[config.mk]
export PLATFORM = sky130hd
export DESIGN_NAME = dcache_data_align
export DESIGN_NICKNAME = d
export VERILOG_FILES = /design/src/dcache_req_pkg.sv /design/src/dcache_line_pkg.sv /design/src/dcache_data_align.sv
export VERILOG_INCLUDE_DIRS = /design/src /design/src/src
export SDC_FILE = /design/constraint.sdc
export NUM_CORES = 1
export LEC_CHECK = 0
export ABC_AREA = 1
export BUFFER_PORTS_ARGS = -buffer_cell sky130_fd_sc_hd__buf_2
export CELL_PAD_IN_SITES_DETAIL_PLACEMENT = 1
export CELL_PAD_IN_SITES_GLOBAL_PLACEMENT = 2
export CORE_AREA = 2 2 656 658
export DETAILED_ROUTE_END_ITERATION = 10
export DIE_AREA = 0 0 658 660
export PLACE_DENSITY_LB_ADDON = 0.1
export SLEW_MARGIN = 20
export SYNTH_ARGS = -nofsm -noshare
export SYNTH_HDL_FRONTEND = slang
export SYNTH_SLANG_ARGS = --single-unit
[constraint.sdc]
create_clock -name vclk -period 2.1
set_input_delay 0.21 -clock vclk [all_inputs]
set_output_delay 0.21 -clock vclk [all_outputs]
set_load 0.02 [all_outputs]
[src/dcache_cfg.svh]
`ifndef DCACHE_CFG_SVH
`define DCACHE_CFG_SVH

// cache geometry, two ways
`define DCACHE_INDEX_W      6
`define DCACHE_WORD_OFF_W   4
`define DCACHE_BYTE_OFF_W   (`DCACHE_WORD_OFF_W + 2)
`define DCACHE_TAG_W        (32 - `DCACHE_BYTE_OFF_W - `DCACHE_INDEX_W)
`define DCACHE_LINE_BYTES   (1 << `DCACHE_BYTE_OFF_W)
`define DCACHE_LINE_BITS    (`DCACHE_LINE_BYTES * 8)

// a whole line moves in this many memory beats
`define DCACHE_REFILL_BEATS 1
`define DCACHE_BEAT_BITS    (`DCACHE_LINE_BITS / `DCACHE_REFILL_BEATS)

`endif

[src/dcache_req_pkg.sv]
`default_nettype none

package dcache_req_pkg;

    typedef logic [31:0] addr_t;
    typedef logic [31:0] word_t;
    typedef logic [3:0]  wstrb_t;   // byte mask inside one word
    typedef logic [1:0]  acc_size_t;

    localparam acc_size_t SIZE_BYTE = 2'd0;
    localparam acc_size_t SIZE_HALF = 2'd1;
    localparam acc_size_t SIZE_WORD = 2'd2;

    // store data is right aligned, the byte lane comes from addr[1:0]
    typedef struct packed {
        logic      write;
        logic      signed_ext;  // loads only
        acc_size_t size;
        addr_t     addr;
        word_t     wdata;
    } dcache_req_t;

    // stores answer with data zero
    typedef struct packed {
        logic  write;
        word_t rdata;
    } dcache_resp_t;

endpackage

`default_nettype wire

[src/dcache_line_pkg.sv]
`default_nettype none

package dcache_line_pkg;

`include "dcache_cfg.svh"

    typedef logic [`DCACHE_TAG_W-1:0]      tag_t;
    typedef logic [`DCACHE_INDEX_W-1:0]    index_t;
    typedef logic [`DCACHE_WORD_OFF_W-1:0] word_off_t;

    // one beat carries the full line
    typedef logic [`DCACHE_BEAT_BITS*`DCACHE_REFILL_BEATS-1:0] line_t;
    typedef logic [`DCACHE_LINE_BYTES-1:0]                    line_be_t;
    typedef logic [31-`DCACHE_BYTE_OFF_W:0]                   line_addr_t;

    typedef struct packed {
        line_addr_t addr;
    } mem_rd_req_t;

    typedef struct packed {
        line_addr_t addr;
        line_t      data;
    } mem_wr_req_t;

endpackage

`default_nettype wire

[src/dcache_data_align.sv]
`default_nettype none
`include "dcache_cfg.svh"

module dcache_data_align
    import dcache_req_pkg::*;
    import dcache_line_pkg::*;
(
    input  wire dcache_req_t i_req,
    input  wire line_t       i_refill,
    input  wire logic        i_refill_sel,
    input  wire line_t       i_way_line,
    output line_t            o_wr_line,
    output line_be_t         o_wr_be,
    output word_t            o_rd_word
);
    localparam int WORDS = 1 << `DCACHE_WORD_OFF_W;

    word_off_t word_off;
    wstrb_t    wstrb;
    word_t     st_word;
    line_t     st_line;
    line_t     rd_line;
    word_t     rd_word;
    word_t     rd_shift;

    assign word_off = i_req.addr[`DCACHE_BYTE_OFF_W-1:2];

    // byte strobes of the store inside its word
    always_comb begin
        case (i_req.size)
            SIZE_BYTE: wstrb = 4'b0001 << i_req.addr[1:0];
            SIZE_HALF: wstrb = 4'b0011 << i_req.addr[1:0];
            default:   wstrb = 4'b1111;
        endcase
        if (!i_req.write)
            wstrb = '0;
    end

    assign st_word = i_req.wdata << {i_req.addr[1:0], 3'b000};  // move to its byte lane
    assign st_line = {WORDS{st_word}};                           // every word slot, be picks one
    assign o_wr_be = line_be_t'(wstrb) << {word_off, 2'b00};

    // store bytes over the refill line, only strobed bytes count on a hit
    always_comb begin
        for (int b = 0; b < `DCACHE_LINE_BYTES; b++)
            o_wr_line[b*8 +: 8] = o_wr_be[b] ? st_line[b*8 +: 8] : i_refill[b*8 +: 8];
    end

    assign rd_line  = i_refill_sel ? i_refill : i_way_line;
    assign rd_word  = rd_line[{word_off, 5'b00000} +: 32];
    assign rd_shift = rd_word >> {i_req.addr[1:0], 3'b000};

    always_comb begin
        case (i_req.size)
            SIZE_BYTE: o_rd_word = {{24{i_req.signed_ext & rd_shift[7]}}, rd_shift[7:0]};
            SIZE_HALF: o_rd_word = {{16{i_req.signed_ext & rd_shift[15]}}, rd_shift[15:0]};
            default:   o_rd_word = rd_word;
        endcase
    end

endmodule

`default_nettype wire

# Word level (Yosys, flattened, before mapping)
# Index checks and enable logic that the tools add are counted.
classes:
  n_eq_ne: 1
  shifts: 6
  n_bitwise: 2
  n_mux: 68
  n_reduce_logical: 1
op_table:
  columns: ["op", "count"]
  rows:
  - ["2-to-1 mux 512 bit", 1]
  - ["2-to-1 mux 8 bit", 64]
  - ["indexed part select 512 x 10 -> 32 bit", 1]
  - ["one-hot mux 32 bit (2 select lines)", 1]
  - ["<< shifter 4 x 6 -> 64 bit", 1]
  - ["<< shifter 32 x 5 -> 32 bit", 1]
  - [">> shifter 32 x 5 -> 16 bit", 1]
  - ["one-hot mux 4 bit (2 select lines)", 1]
  - ["2-to-1 mux 4 bit", 1]
  - ["<< shifter 1 x 2 -> 4 bit (first input constant)", 1]
  - ["<< shifter 2 x 2 -> 4 bit (first input constant)", 1]
  - ["bitwise AND 1 bit", 2]
  - ["== test 2 x 1 -> 1 bit (second input constant)", 1]
  - ["zero test 2 bit", 1]
totals:
  ff_bits: 0
  wordCells: 78
  out_inout_bits: 608
  in_bits: 1093

# Depth between registers and ports, before layout
# Gate-level depths: netlist of the first run.
logic_depth:
  word_depth: 5
  ltp_mapped: 15
  mapped_depth_nobuf: 11

# Worst setup path before layout of the first run
# Ideal clock, no wire load.
synth_timing:
  path_kind: "input port to output port"
  from: "input i_refill_sel"
  to: "output o_rd_word[0]"
  t_required_ps: 1890
  n_path_buf: 4
  stages: 13
  arrival_time_ps: 1883
  path_slack_ps: 7
  path_cell_list: "buf_4 inv_2 buf_4 buf_2 clkbuf_1 nor2_1 o22ai_1 nand2_1 nand3_1 nand2_1 nor2_1 nor2_1 a21oi_1"
synth_between:
  elab_chain_len: 4
synth_rtl:
  columns: ["element", "line", "text"]
  rows:
  - ["start: declaration", "dcache_data_align.sv:10", "input wire logic i_refill_sel,"]
  - ["2-to-1 mux 512 bit (*)", "dcache_data_align.sv:49", "assign rd_line = i_refill_sel ? i_refill : i_way_line;"]
  - ["indexed part select 512 x 10 -> 32 bit (*)", "dcache_data_align.sv:50", "assign rd_word = rd_line[{word_off, 5'b00000} +: 32];"]
  - [">> shifter 32 x 5 -> 16 bit", "dcache_data_align.sv:51", "assign rd_shift = rd_word >> {i_req.addr[1:0], 3'b000};"]
  - ["one-hot mux 32 bit (2 select lines) (*)", "dcache_data_align.sv:54", "case (i_req.size)"]
  - ["end: declaration", "dcache_data_align.sv:14", "output word_t o_rd_word"]
# Every way passes the cells marked *; elsewhere a longest branch is shown, timed or not.

# Worst setup path after layout of the first run
layout_timing:
  from: "input i_refill_sel"
  to: "output o_rd_word[26]"
layout_between:
  elab_chain_len: 5
  elab_cells_between_ends: 6
  classes_between: "shift (2); mux (2); bitwise (2)"
layout_rtl:
  columns: ["element", "line"]
  rows:
  - ["2-to-1 mux 512 bit (*)", "dcache_data_align.sv:49"]
  - ["indexed part select 512 x 10 -> 32 bit (*)", "dcache_data_align.sv:50"]
  - [">> shifter 32 x 5 -> 16 bit", "dcache_data_align.sv:51"]
  - ["bitwise AND 1 bit, on equally long branches", "dcache_data_align.sv:56, dcache_data_align.sv:55"]
  - ["one-hot mux 32 bit (2 select lines) (*)", "dcache_data_align.sv:54"]
# Marks and branches as above.

==> results of run 1 <==
area by class of cell:
cell class	instances	share of cell area, %
inverter	97	0.911
multi-input combinational	3415	37.0
timing repair buffer	2824	47.2
timing repair inverter	1	0.0409
antenna	63	0.322
tap	5687	14.6
worst max-delay path: cells and delay by family:
kind | cells | cell delay (ns)
compound gates | 1 | 0.14
buf+inv | 8 | 1.28
simple gates | 9 | 0.89
layer usage:
layer / GRT usage, % / share of wire (%) / vias to the layer above
met2: 37.5 / 56 / 1476
met3: 3.49 / 5.1 / 530
met1: 19.2 / 37 / 19400
met4: 1.86 / 1.7 / 148
li1: - / - / 17900
met5: 0 / 0.22 / -
cells in the mapped netlist (2+ instances only):
cell      number
nand2_1     1691
o22ai_1       55
inv_1         89
buf_6         17
a21oi_1       22
a22oi_1        8
nand2_2       40
nand4_1        4
nand4_4        4
nor2_2        10
nand3_1      734
o21ai_1      149
clkbuf_1     119
buf_1         24
buf_4         27
nand2_4        3
a221oi_2       7
o21ai_0      506
o21ai_2        2
inv_2          6
buf_2        154
nor2_4         4
nor2_1       170
a211oi_1       3
power by group through the flow:
stage,Combinational (mW),Sequential [mW],Clock [mW]
final,12.9,0,0.00000377
after global routing,13.8,0,0.00000186
after CTS,13.3,0,0
after detailed placement,12.0,0,0
after global placement,12.0,0,0
after floorplan,3.58,0,0
cells in the final DEF, fill, tap and decap left out, drive strengths merged:
cell type,netlist,routed
o22ai,55,55
nand3,735,735
buf,222,2814
o21ai,657,657
clkinv,1,2
nand2,1734,1734
a22oi,8,8
nor2,185,185
diode,0,63
a221oi,7,7
inv,96,95
clkinvlp,0,1
a21oi,22,22
nand4,8,8
nor3b,1,1
a211oi,3,3
bufbuf,0,10
path summary, 6_finish.rpt:
check     startpoint        endpoint  slack [ns]
max     i_refill_sel   o_rd_word[26]       -0.71
min    i_refill[344]  o_wr_line[344]        0.76
per-stage QoR:
| step | utilization, % | TNS (ns) |
|---|---|---|
| 3_3_place_gp | 10.1 | -431.63 |
| 6_report | 11.5 | -137.11 |
| 2_1_floorplan | - | 0 |
| 3_5_place_dp | 10.1 | -425.45 |
| 5_1_grt | 11.4 | -202.63 |
| 4_1_cts | 11.3 | -213.37 |
logic make-up after synthesis:
group | share of synthesized area [%]
and+or+nand+nor | 65.1
buffers and inverters | 12.0
AOI/OAI and AO/OA | 22.9
what timing repair did:
item                       in CTS  in global routing
hold buffers                    0                  0
pin swaps                     106                 18
setup endpoints to repair     608                608
setup buffers                  77                  3
gates cloned                   30                  0
gates resized for setup      1090                111
==> impl_metrics.yaml, run 1 <==
worst_setup_path:
  crit_top_cell: "buf_12"
  cpPeakStageDelay_ns: 0.22
  crit_arrival_ns: 2.60
  critPathRequiredTime_ns: 1.89
  slowest_stage: "buf_12"
  startpoint_type: "input pin"
  critPathMaxFanout: 9
  criticalPathCategory: "in2out"
  crit_path_end_kind: "output pin"
  crit_chain: "buf_16, buf_16, buf_12, buf_6, nand2_1, nand3_1, nand3_1, nand2_2, nand2_2, nand3_4, buf_4, nand3_2, nand2_2, o21ai_4, buf_12, buf_12, nand3_4, buf_12"
synth:
  yosysWarnings: 0
  yosysTopAreaCellShare_pct: 36.9
  synth_seq_area_share_pct: 0
  syn_area_um2: 17200
  yosys.area.top_type: "nand2_1"
  synth.distinct_cells: 29
  syn_inst: 3853
  syn_avg_cell_area_um2: 4.47
  synth_area_leaders: "nand2_1 37%, nand3_1 21%, o21ai_0 15%, buf_2 4.5%, o21ai_1 4.3%"
  syn_nets: 4946
placed_design:
  dp_hpwl_um: 365000
  gp_congestion: 0.844
  port-buffer-count: 1675
  dpl-instance-area_um2: 43000
  dp_slack_ns: -1.93
  place_inst: 11900
grt:
  grt_start_max_net_pins: 38
  grt-ovfl-total: 0
  grt_pass1_wl_um: 509000
  grtUsageTotal_pct: 18.2
  grt_pass1_vias: 41900
  antenna_found_initial: 326
timing:
  hold_ws_ns: 0.760
  slew_headroom_pct: 61.9
  setup_viol: 595
  rsz0062_at_grt: "true"
  final_hold_viol_count: 0
  report.final.slew_viol_count: 0
  worst_pin_slew_ns: 0.572
  period_share_pct: 134
  fin_crit_ns: 2.81
  fmax_ghz: 0.356
  fin_ws_ns: -0.709
layout:
  seq_cells: 0
  fin_nets: 7432
  design_area_um2: 48900
  drive_above_1_share_pct: 53.4
  syn2layout_area_growth_pct: 184
  regArea_um2: 0
  multi_input_area_um2: 18100
  fillers: 51800
  nClkBuffers: 0
  final_cells: 12100
power_and_ir_drop:
  switchingPower_mw: 7.88
  finalPower_mw: 12.9
  seqPwrFrac_pct: 0
  max-vdd-ir-drop_uv: 79.0
  p_per_area_nw_per_um2: 263
  intPower_mw: 5.00
  comb_power_share_pct: 100.0
  sw_frac_of_total_pct: 61.2
  power_frac_clock_pct: 0
  leakagePower_nw: 23.9
routing:
  drt-initial-drc-count: 1863
  drtAntennaViolNets: 0
  wl_per_cell_um: 34.1
  viasPerCell: 3.26
  drc: 0
  via_count: 39400
  drt_wl_total_um: 413000
  firstDrtPassIters: 5
run:
  drv_cap: 0
die:
  die_w_um: 658
  initial_core_util_pct: 4.03
  die_h_um: 660
  die-area_um2: 434000
  core_um2: 427000
  ios: 1701
  rows: 240
worst_hold_path:
  worstHoldPathType: "in2out"
  whs_path_depth: 4
outcome:
  violations: "negative setup slack"
  outcome: "complete, but fails checks"
Power figures use the tool's default switching activity.
==> run 2, diff against run 1 <==
- CORE_AREA: 2 2 656 658 -> 2 2 672 674
- DIE_AREA: 0 0 658 660 -> 0 0 674 676
- clock period: 2.1 -> 3.3 ns (I/O delays scaled with it)
==> impl_metrics.yaml, run 2 (synthesis results as in run 1) <==
layout:
  drive_above_1_share_pct: 41.5
  fin_nets: 6843
  seq_cells: 0
  design_area_um2: 40000
  regArea_um2: 0
  syn2layout_area_growth_pct: 132
  layout_common_cells: "1662 x nand2_1, 1541 x buf_2, 713 x nand3_1, 484 x o21ai_0, 421 x buf_4"
  final_common_cell: "nand2_1"
  nClkBuffers: 0
power_and_ir_drop:
  max-vdd-ir-drop_uv: 53.0
  leakagePower_nw: 19.5
  p_per_area_nw_per_um2: 176
placed_design:
  dpl-instance-area_um2: 39000
  dp_hpwl_um: 360000
  dp_slack_ns: -0.680
  port-buffer-count: 1675
  gp_congestion: 0.831
timing:
  setup_viol: 0
  tns_ns: 0
  fin_ws_ns: 0.0485
  fmax_ghz: 0.308
  period_share_pct: 98.5
  report.final.slew_viol_count: 0
  slew_headroom_pct: 31.6
  final_hold_viol_count: 0
  worst_pin_slew_ns: 1.03
  fin_crit_ns: 3.25
die:
  rows: 246
  initial_core_util_pct: 3.84
  ios: 1701
  die_w_um: 674
  die-area_um2: 456000
  core_um2: 448000
  die_h_um: 676
worst_setup_path:
  critPathRequiredTime_ns: 2.97
  crit_top_cell: "buf_12"
  crit_arrival_ns: 2.92
  slowest_stage: "o21ai_0"
  crit_chain: "buf_12, buf_16, buf_12, nand4_1, nor2_1, nand2_2, o21ai_0, buf_4, buf_2"
  crit_path_end_kind: "output pin"
  cp_top_family: "buffers and inverters"
  criticalPathCategory: "in2out"
  critPathMaxFanout: 57
  cpPeakStageDelay_ns: 0.73
  critPathBufInv: 5
  startpoint_type: "input pin"
routing:
  drc: 0
  firstDrtPassIters: 5
  wl_met2_um: 229000
  top_layer: "met5"
  drt-initial-drc-count: 1929
  wl_met1_um: 148000
  via_count: 36800
  drtAntennaViolNets: 0
  viasPerCell: 3.13
  drt_wl_total_um: 407000
  met3_length_um: 22700
  wl_per_cell_um: 34.6
grt:
  grt_pass1_wl_um: 492000
  grtUsageTotal_pct: 16.9
  grt_start_max_net_pins: 73
  grt-ovfl-total: 0
  grt_pass1_vias: 38700
  antenna_found_initial: 338
clock_network:
  cts_hold_repair.buffers: 0
outcome:
  outcome: "finished clean"
worst_hold_path:
  worstHoldPathType: "in2out"
run:
  drv_cap: 0
==> run 2: changes by cell type in the layout (fill, tap and decap cells not counted), moves of 25 or more <==
cell and change:
buf_4 -411, nand2_1 +165, o21ai_0 +142, buf_6 -131, nand2_2 -109, nand3_1 +86, buf_12 -73, buf_2 +67
nand3_2 -63, o21ai_2 -62, o21ai_4 -57, nand2_4 -47, nor2_1 +31, buf_16 -25
==> run 2: layout make-up <==
| type | count | area (um2) |
|---|---|---|
| Timing Repair Buffer | 2236 | 16400 |
| Inverter | 97 | 420 |
| Multi-Input combinational cell | 3415 | 15600 |
| Fill cell | 54700 | 408000 |
| Antenna cell | 51 | 128 |
| Tap cell | 5952 | 7450 |
==> run 2: worst paths after layout <==
| check | cells past startpoint | from | to | slack (ns) |
|---|---|---|---|---|
| setup / recovery | 9 | i_req[34] | o_wr_line[420] | 0.05 |
| hold / removal | 4 | i_refill[138] | o_wr_line[138] | 1.02 |
==> run 2: timing repair <==
| action | 4_1_cts | 5_1_grt |
|---|---|---|
| endpoints found under the hold margin | 0 | 0 |
| cloned | 6 | 3 |
| endpoints found under the setup margin | 112 | 39 |
| setup buffers | 7 | 7 |
| gates resized for setup | 89 | 39 |
| pin swaps | 4 | 2 |
==> run 2: routing by layer <==
layer  global-route usage, %  vias up
li1                        -    16600
met1                    17.7    18000
met2                    35.0     1455
met3                    3.65      535
met4                    1.49      132
met5                       0        -
==> run 2: report_power, final <==
group	internal, mW	switching (mW)
clock	0.00000146	0
combinational	2.45	4.60
sequential	0	0
==> run 2: stage by stage <==
| stage | std cells | power (mW) | hold WS [ns] | util [%] |
|---|---|---|---|---|
| 6_report | 11800 | 7.06 | 1.02 | 8.93 |
| 5_1_grt | 11700 | 7.60 | 1.04 | 8.91 |
| 4_1_cts | 11700 | 7.38 | 1.03 | 8.84 |
| 3_5_place_dp | 11700 | 7.23 | 1.03 | 8.70 |
| 3_3_place_gp | 11700 | 7.26 | 1.03 | 8.70 |
| 2_1_floorplan | 3853 | 2.28 | 0.807 | - |
