$ cat src/dcache_cfg.svh
`ifndef DCACHE_CFG_SVH
`define DCACHE_CFG_SVH

// cache geometry, two ways
`define DCACHE_INDEX_W      6
`define DCACHE_WORD_OFF_W   4
`define DCACHE_BYTE_OFF_W   (`DCACHE_WORD_OFF_W + 2)
`define DCACHE_TAG_W        (32 - `DCACHE_BYTE_OFF_W - `DCACHE_INDEX_W)
`define DCACHE_LINE_BYTES   (1 << `DCACHE_BYTE_OFF_W)
`define DCACHE_LINE_BITS    (`DCACHE_LINE_BYTES * 8)

// a whole line moves in this many memory beats
`define DCACHE_REFILL_BEATS 1
`define DCACHE_BEAT_BITS    (`DCACHE_LINE_BITS / `DCACHE_REFILL_BEATS)

`endif

$ cat src/dcache_req_pkg.sv
`default_nettype none

package dcache_req_pkg;

    typedef logic [31:0] addr_t;
    typedef logic [31:0] word_t;
    typedef logic [3:0]  wstrb_t;   // byte mask inside one word
    typedef logic [1:0]  acc_size_t;

    localparam acc_size_t SIZE_BYTE = 2'd0;
    localparam acc_size_t SIZE_HALF = 2'd1;
    localparam acc_size_t SIZE_WORD = 2'd2;

    // store data is right aligned, the byte lane comes from addr[1:0]
    typedef struct packed {
        logic      write;
        logic      signed_ext;  // loads only
        acc_size_t size;
        addr_t     addr;
        word_t     wdata;
    } dcache_req_t;

    // stores answer with data zero
    typedef struct packed {
        logic  write;
        word_t rdata;
    } dcache_resp_t;

endpackage

`default_nettype wire

$ cat src/dcache_line_pkg.sv
`default_nettype none

package dcache_line_pkg;

`include "dcache_cfg.svh"

    typedef logic [`DCACHE_TAG_W-1:0]      tag_t;
    typedef logic [`DCACHE_INDEX_W-1:0]    index_t;
    typedef logic [`DCACHE_WORD_OFF_W-1:0] word_off_t;

    // one beat carries the full line
    typedef logic [`DCACHE_BEAT_BITS*`DCACHE_REFILL_BEATS-1:0] line_t;
    typedef logic [`DCACHE_LINE_BYTES-1:0]                    line_be_t;
    typedef logic [31-`DCACHE_BYTE_OFF_W:0]                   line_addr_t;

    typedef struct packed {
        line_addr_t addr;
    } mem_rd_req_t;

    typedef struct packed {
        line_addr_t addr;
        line_t      data;
    } mem_wr_req_t;

endpackage

`default_nettype wire

$ cat src/dcache_ctrl.sv
`default_nettype none
`include "dcache_cfg.svh"

module dcache_ctrl
    import dcache_req_pkg::*;
    import dcache_line_pkg::*;
(
    input  wire logic        clk,
    input  wire logic        rstn,
    input  wire logic        i_req_valid,
    input  wire dcache_req_t i_req,
    output logic             o_req_ready,
    output logic             o_resp_valid,
    output dcache_resp_t     o_resp,
    output dcache_req_t      o_buf_req,
    output index_t           o_rd_index,
    output index_t           o_wr_index,
    output line_be_t         o_data_be0,
    output line_be_t         o_data_be1,
    output logic [1:0]       o_tag_we,
    output tag_t             o_tag,
    output logic [1:0]       o_dirty_we,
    output logic             o_dirty,
    output logic             o_refill_sel,
    output logic             o_hit_way,
    input  wire tag_t        i_tag0,
    input  wire tag_t        i_tag1,
    input  wire logic [1:0]  i_valid,
    input  wire logic [1:0]  i_dirty,
    input  wire line_be_t    i_wr_be,
    input  wire word_t       i_rd_word,
    output logic             o_mem_rd_valid,
    output mem_rd_req_t      o_mem_rd,
    input  wire logic        i_mem_rd_ready,
    input  wire line_t       i_mem_rd_data,
    output line_t            o_refill_line,
    output logic             o_wb_start,
    output logic             o_wb_way,
    output line_addr_t       o_wb_addr,
    output logic             o_wb_dirty,
    input  wire logic        i_wb_done,
    output logic             o_wb_clear
);
    typedef enum logic [2:0] {IDLE, LOOKUP, MISS, REFILL, WAIT_WRITE} state_e;

    localparam int SETS = 1 << `DCACHE_INDEX_W;

    state_e          state_q;
    state_e          state_d;
    dcache_req_t     req_q;     // request buffer
    line_t           ret_q;     // return buffer, the refilled line
    logic [SETS-1:0] lru_q;     // way to replace next
    logic            lru_we;
    logic            lru_val;
    logic [1:0]      hit;
    logic            cache_hit;
    logic            victim;
    logic            accept;
    index_t          buf_index;
    tag_t            buf_tag;

    assign buf_index = req_q.addr[`DCACHE_BYTE_OFF_W +: `DCACHE_INDEX_W];
    assign buf_tag   = req_q.addr[31 -: `DCACHE_TAG_W];

    assign hit[0]    = i_valid[0] && (i_tag0 == buf_tag);
    assign hit[1]    = i_valid[1] && (i_tag1 == buf_tag);
    assign cache_hit = |hit;
    assign o_hit_way = hit[1];
    assign victim    = lru_q[buf_index];
    assign accept    = i_req_valid && o_req_ready;

    // next request reads storage while this one compares
    assign o_rd_index    = accept ? i_req.addr[`DCACHE_BYTE_OFF_W +: `DCACHE_INDEX_W] : buf_index;
    assign o_wr_index    = buf_index;
    assign o_tag         = buf_tag;
    assign o_buf_req     = req_q;
    assign o_refill_line = ret_q;
    assign o_refill_sel  = (state_q == REFILL) || (state_q == WAIT_WRITE);
    assign o_mem_rd.addr = req_q.addr[31:`DCACHE_BYTE_OFF_W];

    // victim info, sampled by the write engine on o_wb_start only
    assign o_wb_way   = victim;
    assign o_wb_addr  = {victim ? i_tag1 : i_tag0, buf_index};
    assign o_wb_dirty = i_valid[victim] && i_dirty[victim];

    assign o_resp.write = req_q.write;
    assign o_resp.rdata = req_q.write ? '0 : i_rd_word;

    always_comb begin
        state_d        = state_q;
        o_req_ready    = 1'b0;
        o_resp_valid   = 1'b0;
        o_data_be0     = '0;
        o_data_be1     = '0;
        o_tag_we       = 2'b00;
        o_dirty_we     = 2'b00;
        o_dirty        = 1'b0;
        o_mem_rd_valid = 1'b0;
        o_wb_start     = 1'b0;
        o_wb_clear     = 1'b0;
        lru_we         = 1'b0;
        lru_val        = 1'b0;
        case (state_q)
            IDLE: begin
                o_req_ready = 1'b1;
                if (i_req_valid)
                    state_d = LOOKUP;
            end
            LOOKUP: begin
                if (cache_hit) begin
                    o_req_ready  = 1'b1;
                    o_resp_valid = 1'b1;
                    lru_we       = 1'b1;
                    lru_val      = ~hit[1];   // point at the other way
                    if (req_q.write) begin
                        o_data_be0 = hit[0] ? i_wr_be : '0;
                        o_data_be1 = hit[1] ? i_wr_be : '0;
                        o_dirty_we = hit;
                        o_dirty    = 1'b1;
                    end
                    state_d = i_req_valid ? LOOKUP : IDLE;
                end else begin
                    o_wb_start = 1'b1;  // engine skips the write if clean
                    state_d    = MISS;
                end
            end
            MISS: begin
                o_mem_rd_valid = 1'b1;
                if (i_mem_rd_ready)
                    state_d = REFILL;
            end
            REFILL: begin
                // whole line, pending store already merged in
                o_data_be0 = victim ? '0 : '1;
                o_data_be1 = victim ? '1 : '0;
                o_tag_we   = victim ? 2'b10 : 2'b01;
                o_dirty_we = victim ? 2'b10 : 2'b01;
                o_dirty    = req_q.write;
                lru_we     = 1'b1;
                lru_val    = ~victim;
                state_d    = WAIT_WRITE;
            end
            WAIT_WRITE: begin
                if (i_wb_done) begin
                    o_req_ready  = 1'b1;
                    o_resp_valid = 1'b1;
                    o_wb_clear   = 1'b1;
                    state_d      = i_req_valid ? LOOKUP : IDLE;
                end
            end
            default: state_d = IDLE;
        endcase
    end

    always_ff @(posedge clk) begin
        if (!rstn) begin
            state_q <= IDLE;
            lru_q   <= '0;
        end else begin
            state_q <= state_d;
            if (lru_we)
                lru_q[buf_index] <= lru_val;
        end
    end

    always_ff @(posedge clk) begin
        if (accept)
            req_q <= i_req;
        if (o_mem_rd_valid && i_mem_rd_ready)
            ret_q <= i_mem_rd_data;
    end

endmodule

`default_nettype wire

$ cat config.mk
export PLATFORM = sky130hd
export DESIGN_NAME = dcache_ctrl
export DESIGN_NICKNAME = d
export VERILOG_FILES = /design/src/dcache_req_pkg.sv /design/src/dcache_line_pkg.sv /design/src/dcache_ctrl.sv
export VERILOG_INCLUDE_DIRS = /design/src /design/src/src
export SDC_FILE = /design/constraint.sdc
export NUM_CORES = 1
export LEC_CHECK = 0
export BUFFER_PORTS_ARGS = -buffer_cell sky130_fd_sc_hd__buf_2
export CORE_AREA = 2 2 611 613
export CTS_CLUSTER_DIAMETER = 200
export DETAILED_ROUTE_END_ITERATION = 8
export DIE_AREA = 0 0 613 615
export PLACE_DENSITY = 0.3
export SLEW_MARGIN = 10
export SYNTH_ARGS = -nofsm -noshare
export SYNTH_HDL_FRONTEND = slang
export SYNTH_SLANG_ARGS = --single-unit
export TNS_END_PERCENT = 1
$ cat constraint.sdc
create_clock -name clk -period 19.5 [get_ports clk]
set_input_delay 2.925 -clock clk [delete_from_list [all_inputs] [get_ports clk]]
set_output_delay 2.925 -clock clk [all_outputs]
set_load 0.03 [all_outputs]
# Yosys cells after proc, flatten, opt, wreduce, memory -nomap -nowiden
# Index checks and enable logic that the tools add are counted.
[word_totals]
output_inout_bits = 839
reg_bits = 647
elab_cells = 79
in_bits = 725
[classes]
bitwise_logic = 2
mux = 47
eq_ne = 9
n_lt_le_gt_ge = 3
n_reduce_logical = 10
[ops]
columns = ["cell", "count"]
rows = [
  ["64-bit two-way mux", 8],
  ["64-bit case mux with 2 select lines", 2],
  ["64-bit bitwise mux", 1],
  ["20-bit equality test", 2],
  ["32-bit two-way mux", 1],
  ["20-bit two-way mux", 1],
  ["1-bit two-way mux", 16],
  ["3-bit case mux with 5 select lines", 1],
  ["2-bit two-way mux", 5],
  ["3-bit two-way mux", 3],
  ["1-bit case mux with 2 select lines", 4],
  ["6-bit by 7-bit less-than comparator with 1-bit output, second input constant", 1],
  ["1-bit binary-select mux with 6-bit select", 1],
  ["1-bit demux with 6-bit select", 1],
  ["3-bit by 2-bit equality test with 1-bit output, second input constant", 2],
  ["6-bit by 1-bit greater-or-equal comparator with 1-bit output, second input constant", 1],
  ["1-bit logical AND", 6],
  ["6-bit two-way mux", 1],
  ["2-bit != test, second input constant", 3],
  ["2-bit case mux with 2 select lines", 1],
  ["3-bit by 1-bit equality test with 1-bit output, second input constant", 1],
  ["3-bit equality test, second input constant", 1],
  ["3-bit logical NOT", 1],
  ["1-bit case mux with 3 select lines", 1],
  ["5 further kinds", 6],
]

# Logic depth before layout (Yosys ltp)
# Gate-level depths: netlist (run 1).
[depth]
word_depth = 7
depth_mapped = 12
ltp_nobuf = 8

# Worst setup path before layout (run 1)
# Ideal clock, no wire load.
[synth_timing]
path_kind = "in2reg"
start = "input i_mem_rd_ready"
end = "register ret_q[0] (netlist: o_refill_line[0]) (enable)"
arrival_ns = 14.428
required_ns = 18.561
cell_stages = 1
setup_slack_ns = 4.132
n_path_buf = 0
path_cell_list = "and2_1"
[synth_via]
elab_chain_cells = 1
[synth_lines]
columns = ["item", "line", "rtl"]
rows = [
  ["start, declared", "dcache_ctrl.sv:34", "input wire logic i_mem_rd_ready,"],
  ["1-bit logical AND", "dcache_ctrl.sv:169", "if (o_mem_rd_valid && i_mem_rd_ready)"],
  ["end signal, assigned", "dcache_ctrl.sv:170", "ret_q <= i_mem_rd_data;"],
  ["end, declared", "dcache_ctrl.sv:51", "line_t ret_q;"],
]
# No other way between the ends.
# A chain may end at the register's enable or synchronous reset.

# Worst setup path after layout (run 1)
[layout_timing]
start = "input i_tag1[10]"
end = "output o_rd_index[2]"
[layout_via]
elab_chain_cells = 7
[layout_lines]
columns = ["item", "line", "rtl"]
rows = [
  ["start, declared", "dcache_ctrl.sv:27", "input wire tag_t i_tag1,"],
  ["20-bit equality test", "dcache_ctrl.sv:66", "assign hit[1] = i_valid[1] && (i_tag1 == buf_tag);"],
  ["1-bit logical AND", "dcache_ctrl.sv:66", ""],
  ["2-bit OR reduction", "dcache_ctrl.sv:67", "assign cache_hit = |hit;"],
  ["1-bit two-way mux", "dcache_ctrl.sv:110", "if (cache_hit) begin"],
  ["1-bit case mux with 3 select lines", "dcache_ctrl.sv:103", "case (state_q)"],
  ["1-bit logical AND", "dcache_ctrl.sv:70", "assign accept = i_req_valid && o_req_ready;"],
  ["6-bit two-way mux", "dcache_ctrl.sv:73", "assign o_rd_index = accept ? i_req.addr[`DCACHE_BYTE_OFF_W +: `DCACHE_INDEX_W] : buf_index;"],
  ["end, declared", "dcache_ctrl.sv:16", "output index_t o_rd_index,"],
]
# No other way between the ends.

==> results of run 1 <==
==> cell usage after synthesis (all sizes together), types with 9 or more instances <==
| master | number |
|---|---|
| nor2b | 41 |
| xor2 | 30 |
| nand2 | 22 |
| a21oi | 21 |
| o21ai | 39 |
| xnor2 | 10 |
| edfxtp | 580 |
| o311ai | 32 |
| nor2 | 21 |
| o211ai | 18 |
| buf | 74 |
| dfxtp | 67 |
| mux2i | 9 |
| clkbuf | 56 |
| a21o | 129 |
| a22oi | 18 |
| mux2 | 34 |
| o31ai | 16 |
| nor4 | 12 |
==> final timing paths <==
path	from	endpoint	cells after the start
setup / recovery	i_tag1[10]	o_rd_index[2]	9
hold / removal	lru_q[10]$_SDFFE_PN0P_	lru_q[10]$_SDFFE_PN0P_	2
setup reg to reg	o_buf_req[63]$_DFFE_PP_	o_buf_req[53]$_DFFE_PP_	8
hold reg to reg	lru_q[10]$_SDFFE_PN0P_	lru_q[10]$_SDFFE_PN0P_	2
==> through the flow <==
stage            util  power [mW]  hold slack, ps
2_1_floorplan       -        1.86             468
4_1_cts         0.109        4.19             501
6_report        0.109        4.06             500
3_3_place_gp   0.0997        2.19             480
3_5_place_dp   0.0998        2.19             493
5_1_grt         0.109        4.23             522
==> sequential cells by signal, indices dropped and copies added (netlist names) <==
name           cells
lru_q             64
state_q            3
o_refill_line    512
o_buf_req         68
==> worst min-delay path: cells and delay by family (launching register included) <==
family	cells	cell delay (ps)
DFF	1	300
AOI/OAI and AO/OA	2	140
==> cell families (layout without fill, tap and decap cells) <==
group	after synthesis	after routing	share of synthesized area
buf+inv	138	1786	0.0323
other cells	0	55	0
xor+xnor	40	40	0.0150
simple gates	141	141	0.0334
compound gates	311	311	0.0968
flops	647	647	0.801
mux	44	44	0.0212
==> routing by layer <==
layer / global-route usage / up-vias
li1: - / 8337
met1: 0.193 / 10600
met2: 0.218 / 1727
met3: 0.0573 / 637
met4: 0.0320 / 80
met5: 0 / -
==> power by group <==
part	switching [mW]	internal [mW]
registers	0.0479	1.57
logic	0.402	0.121
clock network	0.801	1.12
==> cell type report <==
type	instances	area (um2)	area share
antenna	55	138	0.00340
clock buffer	126	2790	0.0688
clock inverter	60	583	0.0144
inverter	8	32.5	0.000803
multi-input combinational	536	3930	0.0971
sequential	647	18800	0.463
tap	4972	6220	0.154
timing repair buffer	1592	8050	0.199
==> metrics.yaml, run 1 <==
global_route:
  antenna_found_initial: 366
  overflow: 0
  grt_usage: 0.145
  grt_pass1_vias: 20600
  grt_pass1_wl_um: 331000
  grt_max_degree: 109
route:
  wl_met2_um: 119000
  firstDrtPassIters: 5
  viasPerCell: 2.67
  wl_per_cell_um: 35.5
  wl_um: 284000
  drtIter0Drc: 1645
  drc: 0
  highest_layer: "met5"
  vias: 21300
  met3WireLength_um: 28400
  wl_met1_um: 127000
  ant_nets: 0
critical_path:
  path_cells: "buf_2, xor2_1, nor4_1, nand4_1, or2_2, a31oi_1, o21ai_2, mux2_2, buf_2"
  worst_ep_arrival_time_ps: 6560
  crit_type: "primary input to primary output"
  crit_buf_inv: 2
  critPathCaptureType: "primary output"
  cp_common_cell: "buf_2"
  crit_required_ps: 16570
  setup.worst_path.start_class: "primary input"
  critical-path-top-delay-family: "simple AND/OR/NAND/NOR gates"
  worst_path_max_delay_cell: "nor4_1"
  critical-path-max-stage-delay_ps: 750
  critPathMaxFanout: 7
  r2r_setup_slack_ps: 13990
hold_path:
  hold_class: "register to register"
run_status:
  outcome: "complete, no violations"
yosys:
  async_reset_ff_frac: 0
  avgSynthCellArea_um2: 17.7
  synth.area.top_cells: "edfxtp_1, dfxtp_1, a21o_1"
  ys_seq_area_frac: 0.801
  yosys_warnings: 0
  synth_nets: 2046
  synth_area_um2: 23400
  synth_top_area_frac: 0.744
  synth-seq-cells: 647
  synthFlopType: "edfxtp_1"
  yosysTopAreaCell: "edfxtp_1"
  synth_cell_type_count: 54
  syn_inst: 1321
  synth_edf_count: 580
floorplan:
  rows: 224
  io_pins: 1564
  start_util: 0.0631
  die_height_um: 615
  die_area_um2: 377000
  coreArea_um2: 371000
  die_x_um: 613
timing:
  fmax_ghz: 0.105
  rsz0062_at_grt: "false"
  setup_viol: 0
  hold_viol: 0
  fin_worst_skew_ps: 86.4
  maxSlewViolCount: 0
  period_needed_ps: 9490
  relSlewSlack: 0.153
  worst_slew_pin_slew_ps: 1260
  fin_ws_ps: 10010
  fin_crit_sh: 0.487
  setup_tns_ps: 0
cts:
  clkLatencyLatePin_ps: 870
  hold_buffers: 0
  cts_buffer_depth: 4
  numCtsBuffers: 103
  cts_tree: "built"
  ctsRootBufferMaster: "clkbuf_16"
  cts_resized: 0
  clkSlewWorstSetupHoldPaths_ps: 60
  htree_levels: 3
  cts.sinks: 647
  post_cts_buffers: 0
place:
  dp_slack_ps: 10050
  post-dp-hpwl_um: 251000
  place_area_um2: 37000
  placedCellCount: 7755
  port_buffers: 1563
  place_congestion: 0.919
finish:
  drive_above_1_share: 0.601
  fin_nets: 3613
  syn_to_final_growth_pct: 73.0
  fin_area_um2: 40500
  final_common_cell: "buf_2"
  layout_common_cells: "buf_2, edfxtp_1, a21o_1"
  nFillCells: 42600
  post_layout_nonfiller_instances: 7996
power:
  ir_worst_vdd_mv: 0.0715
  p_per_area_nw_per_um2: 100
  p_leak_nw: 16.3
flow_run:
  maxCapViolCount: 0
No activity file was read; power rests on OpenSTA's default activity.
==> run 2: changes to the inputs <==
--- a/config.mk
+++ b/config.mk
@@ -7,10 +7,10 @@
 export NUM_CORES = 1
 export LEC_CHECK = 0
 export BUFFER_PORTS_ARGS = -buffer_cell sky130_fd_sc_hd__buf_2
-export CORE_AREA = 2 2 611 613
+export CORE_AREA = 2 2 606 608
 export CTS_CLUSTER_DIAMETER = 200
 export DETAILED_ROUTE_END_ITERATION = 8
-export DIE_AREA = 0 0 613 615
+export DIE_AREA = 0 0 608 610
 export PLACE_DENSITY = 0.3
 export SLEW_MARGIN = 10
 export SYNTH_ARGS = -nofsm -noshare
==> constraint.sdc (replaced) <==
create_clock -name clk -period 7.9 [get_ports clk]
set_input_delay 1.185 -clock clk [delete_from_list [all_inputs] [get_ports clk]]
set_output_delay 1.185 -clock clk [all_outputs]
set_load 0.03 [all_outputs]
==> metrics.yaml, run 2 (same netlist as run 1, synthesis figures left out) <==
run_status:
  outcome: "complete, no violations"
floorplan:
  start_util: 0.0642
  die_x_um: 608
  rows: 222
  die_area_um2: 371000
  coreArea_um2: 364000
  die_height_um: 610
  io_pins: 1564
cts:
  numCtsBuffers: 97
  post_cts_buffers: 0
  clkSlewWorstSetupHoldPaths_ps: 70
  ctsRootBufferMaster: "clkbuf_16"
  cts.sinks: 647
  htree_levels: 3
  cts_tree: "built"
  hold_buffers: 0
  cts_resized: 0
  cts_buffer_depth: 4
  clkLatencyLatePin_ps: 860
route:
  drtIter0Drc: 1480
  ant_nets: 0
  drc: 0
  viasPerCell: 2.62
  vias: 20500
  wl_per_cell_um: 29.8
  wl_um: 233000
  firstDrtPassIters: 7
finish:
  post_layout_nonfiller_instances: 7826
  largest_reg_flops: 512
  fin_nets: 3603
  syn_to_final_growth_pct: 71.2
  layout_common_cells: "buf_2, edfxtp_1, a21o_1"
  drive_above_1_share: 0.597
  final_common_cell: "buf_2"
critical_path:
  worst_path_max_delay_cell: "edfxtp_1"
  cp_common_cell: "buf_4"
  crit_end: "o_data_be0[4]"
  path_cells: "buf_4, inv_1, a311o_1, a221oi_1, o22ai_1, nor4_4, buf_4, and3_2, buf_4, a21o_1, buf_2"
  r2r_setup_slack_ps: 3310
  worst_ep_arrival_time_ps: 5780
  rr_startpoint: "o_buf_req[59]$_DFFE_PP_"
  critPathCaptureType: "primary output"
  crit_type: "register to primary output"
  timing.rr.end: "o_buf_req[11]$_DFFE_PP_"
  startpoint: "o_buf_req[40]$_DFFE_PP_"
  setup.worst_path.start_class: "register"
  crit_required_ps: 6710
  critical-path-max-stage-delay_ps: 1000
  reg2regPathDepth: 9
  critPathMaxFanout: 36
timing:
  fin_worst_skew_ps: 120
  rsz0062_at_grt: "false"
  setup_tns_ps: 0
  fmax_ghz: 0.144
  relSlewSlack: 0.184
  worst_slew_pin_slew_ps: 1220
  hold_viol: 0
  fin_crit_sh: 0.882
  setup_viol: 0
  maxSlewViolCount: 0
  period_needed_ps: 6970
global_route:
  grt_pass1_vias: 19800
  overflow: 0
  antenna_found_initial: 220
  grt_usage: 0.120
  grt_pass1_wl_um: 279000
  grt_max_degree: 132
flow_run:
  maxCapViolCount: 0
place:
  port_buffers: 1563
  place_congestion: 1.03
  placedCellCount: 7595
  post-dp-hpwl_um: 203000
power:
  p_per_area_nw_per_um2: 239
  ir_worst_vdd_mv: 0.175
  p_leak_nw: 16.2
hold_path:
  whs_path_depth: 1
  hold_class: "primary input to register"
  min-delay-start: "i_mem_rd_data[34]"
run 2: changes by cell type in the layout (fill, tap and decap cells not counted), sizes merged:
cell | previous run | this run
clkinvlp | 7 | 5
bufinv | 8 | 10
diode | 55 | 59
inv | 15 | 10
buf | 1592 | 1588
clkbuf | 126 | 117
run 2: worst min-delay path by stage:
stage,endpoint,slack (ps)
after floorplan,lru_q[42]$_SDFFE_PN0P_,470
after global placement,lru_q[26]$_SDFFE_PN0P_,480
after detailed placement,lru_q[17]$_SDFFE_PN0P_,490
after CTS,o_refill_line[34]$_DFFE_PP_,380
after global routing,o_refill_line[187]$_DFFE_PP_,420
final,o_refill_line[34]$_DFFE_PP_,490
run 2: layer usage:
metal  up-vias  GRT usage  wire (um)  part of all wire
li1       8321          -          -                 -
met1     10400      0.135      86500              0.37
met2      1246      0.224     123000              0.53
met3       402     0.0342      17400             0.075
met4        90     0.0221       5460             0.023
met5         -          0        564            0.0024
run 2: worst max-delay path, delay by kind of cell (launching register included):
kind,cells,cell delay [ps]
AOI/OAI and AO/OA,4,1140
buffers and inverters,5,1850
and+or+nand+nor,2,950
DFF,1,1000
run 2: cell type report:
class                      instances  area (um2)
inverter                           8        32.5
tap                             4816        6030
multi-input combinational        536        3930
sequential                       647       18800
antenna                           59         148
clock inverter                    55         571
fill                           41900      324000
clock buffer                     117        2540
timing repair buffer            1588        8060
run 2: report_power, final:
part           internal, mW  switching (mW)
registers              3.87           0.105
clock network          2.61            1.82
logic                 0.298           0.872
total                  6.78            2.79
run 2: stage by stage:
step	util	cell area, um2	power [mW]	worst slack, ps	hold slack (ps)
floorplan	-	23400	4.54	2240	468
global placement	0.101	36800	5.26	1610	483
detailed placement	0.101	36800	5.26	1660	495
CTS	0.110	39900	9.83	748	384
global route	0.110	40000	9.95	663	419
finish	0.110	40100	9.58	933	493
==> run 3: changes to the inputs <==
--- a/config.mk
+++ b/config.mk
@@ -7,10 +7,12 @@
 export NUM_CORES = 1
 export LEC_CHECK = 0
 export BUFFER_PORTS_ARGS = -buffer_cell sky130_fd_sc_hd__buf_2
-export CORE_AREA = 2 2 606 608
+export CELL_PAD_IN_SITES_DETAIL_PLACEMENT = 1
+export CELL_PAD_IN_SITES_GLOBAL_PLACEMENT = 2
+export CORE_AREA = 2 2 613 615
 export CTS_CLUSTER_DIAMETER = 200
 export DETAILED_ROUTE_END_ITERATION = 8
-export DIE_AREA = 0 0 608 610
+export DIE_AREA = 0 0 615 617
 export PLACE_DENSITY = 0.3
 export SLEW_MARGIN = 10
 export SYNTH_ARGS = -nofsm -noshare
==> constraint.sdc (replaced) <==
create_clock -name clk -period 7.7 [get_ports clk]
set_input_delay 1.155 -clock clk [delete_from_list [all_inputs] [get_ports clk]]
set_output_delay 1.155 -clock clk [all_outputs]
set_load 0.03 [all_outputs]
==> metrics.yaml, run 3 (same netlist as run 1, synthesis figures left out) <==
run_status:
  outcome: "complete, no violations"
route:
  ant_nets: 0
  vias: 20600
  wl_per_cell_um: 30.5
  firstDrtPassIters: 4
  wl_um: 244000
  viasPerCell: 2.57
  drtIter0Drc: 1594
  drc: 0
place:
  port_buffers: 1563
  post-dp-hpwl_um: 214000
  place_congestion: 1.06
  dp_slack_ps: 1290
timing:
  worst_slew_pin_slew_ps: 1150
  fin_worst_skew_ps: 87.0
  setup_viol: 0
  period_needed_ps: 6340
  rsz0062_at_grt: "false"
  maxSlewViolCount: 0
  hold_viol: 0
  fin_ws_ps: 1360
  fin_crit_sh: 0.824
  setup_tns_ps: 0
  relSlewSlack: 0.226
  fmax_ghz: 0.158
floorplan:
  coreArea_um2: 374000
  rows: 225
  die_area_um2: 379000
  die_x_um: 615
  start_util: 0.0627
  die_height_um: 617
  io_pins: 1564
cts:
  cts_buffer_depth: 4
  cts.sinks: 647
  clkSlewWorstSetupHoldPaths_ps: 60
  post_cts_buffers: 0
  hold_buffers: 0
  cts_resized: 0
  ctsRootBufferMaster: "clkbuf_16"
  htree_levels: 3
  clkLatencyLatePin_ps: 880
  cts_tree: "built"
  numCtsBuffers: 101
critical_path:
  critPathMaxFanout: 7
  worst_ep_arrival_time_ps: 5190
  setup.worst_path.start_class: "register"
  crit_type: "register to primary output"
  critPathCaptureType: "primary output"
  reg2regPathDepth: 8
  crit_required_ps: 6550
power:
  p_switching_mw: 2.96
  p_seq_frac: 0.408
  clkPwrFrac: 0.466
  internal_power_mw: 7.00
  p_sw_frac: 0.297
  comb_power_share: 0.126
  p_leak_nw: 16.3
  ir_worst_vdd_mv: 0.206
  p_per_area_nw_per_um2: 246
finish:
  layout_common_cells: "buf_2, edfxtp_1, a21o_1"
  drive_above_1_share: 0.595
  final_common_cell: "buf_2"
  nFillCells: 43500
  fin_nets: 3614
  largest_reg_flops: 512
  syn_to_final_growth_pct: 72.8
hold_path:
  hold_class: "primary input to register"
  whs_path_depth: 1
global_route:
  antenna_found_initial: 248
  overflow: 0
  grt_pass1_wl_um: 292000
  grt_max_degree: 140
  grt_pass1_vias: 20800
  grt_usage: 0.123
flow_run:
  maxCapViolCount: 0
## run 3: final cells by class
| cell class | instances | area (um2) | area share |
|---|---|---|---|
| inverter | 8 | 31.3 | 0.000773 |
| clock buffer | 127 | 2690 | 0.0664 |
| clock inverter | 50 | 505 | 0.0125 |
| multi-input combinational | 536 | 3940 | 0.0974 |
| timing repair buffer | 1595 | 8150 | 0.202 |
| sequential | 647 | 18800 | 0.464 |
| tap | 4994 | 6250 | 0.154 |
| antenna | 50 | 125 | 0.00309 |
## run 3: worst paths after layout
kind / from / endpoint / slack (ps)
setup / recovery: o_buf_req[63]$_DFFE_PP_ / o_rd_index[1] / 1360
setup reg to reg: o_buf_req[63]$_DFFE_PP_ / o_buf_req[14]$_DFFE_PP_ / 2580
hold reg to reg: lru_q[13]$_SDFFE_PN0P_ / lru_q[13]$_SDFFE_PN0P_ / 500
hold / removal: i_mem_rd_data[482] / o_refill_line[482]$_DFFE_PP_ / 450
## run 3: critical path, cell delays in order (launching register included)
cell,delay (ps)
edfxtp_1,500
xnor2_1,280
nand4_1,130
nor4_1,890
nand4_1,660
a31oi_1,850
o21ai_1,490
mux2_2,400
buf_2,180
## run 3: metrics by stage
| step | instances | utilization | power [mW] | hold slack [ps] | area [um2] |
|---|---|---|---|---|---|
| final | 8007 | 0.108 | 9.96 | 445 | 40400 |
| after global routing | 7969 | 0.108 | 10.4 | 371 | 40300 |
| after CTS | 7957 | 0.108 | 10.3 | 329 | 40300 |
| after detailed placement | 7780 | 0.0993 | 5.44 | 495 | 37100 |
| after global placement | 7780 | 0.0993 | 5.44 | 479 | 37100 |
| after floorplan | 1321 | - | 4.66 | 468 | 23400 |
## run 3: power groups by stage
stage,Clock (mW),Combinational [mW],Sequential [mW]
after floorplan,0,0.342,4.32
after global placement,0,1.30,4.14
after detailed placement,0,1.30,4.14
after CTS,4.90,1.30,4.07
after global routing,4.96,1.34,4.08
final,4.64,1.26,4.06
## run 3: metal layers
layer,vias to the layer above,wire [um],GRT usage,part of all wire
li1,8347,-,-,-
met1,10300,88200,0.133,0.36
met2,1317,113000,0.202,0.46
met3,484,34500,0.0750,0.14
met4,166,7390,0.0313,0.030
met5,-,1040,0,0.0043
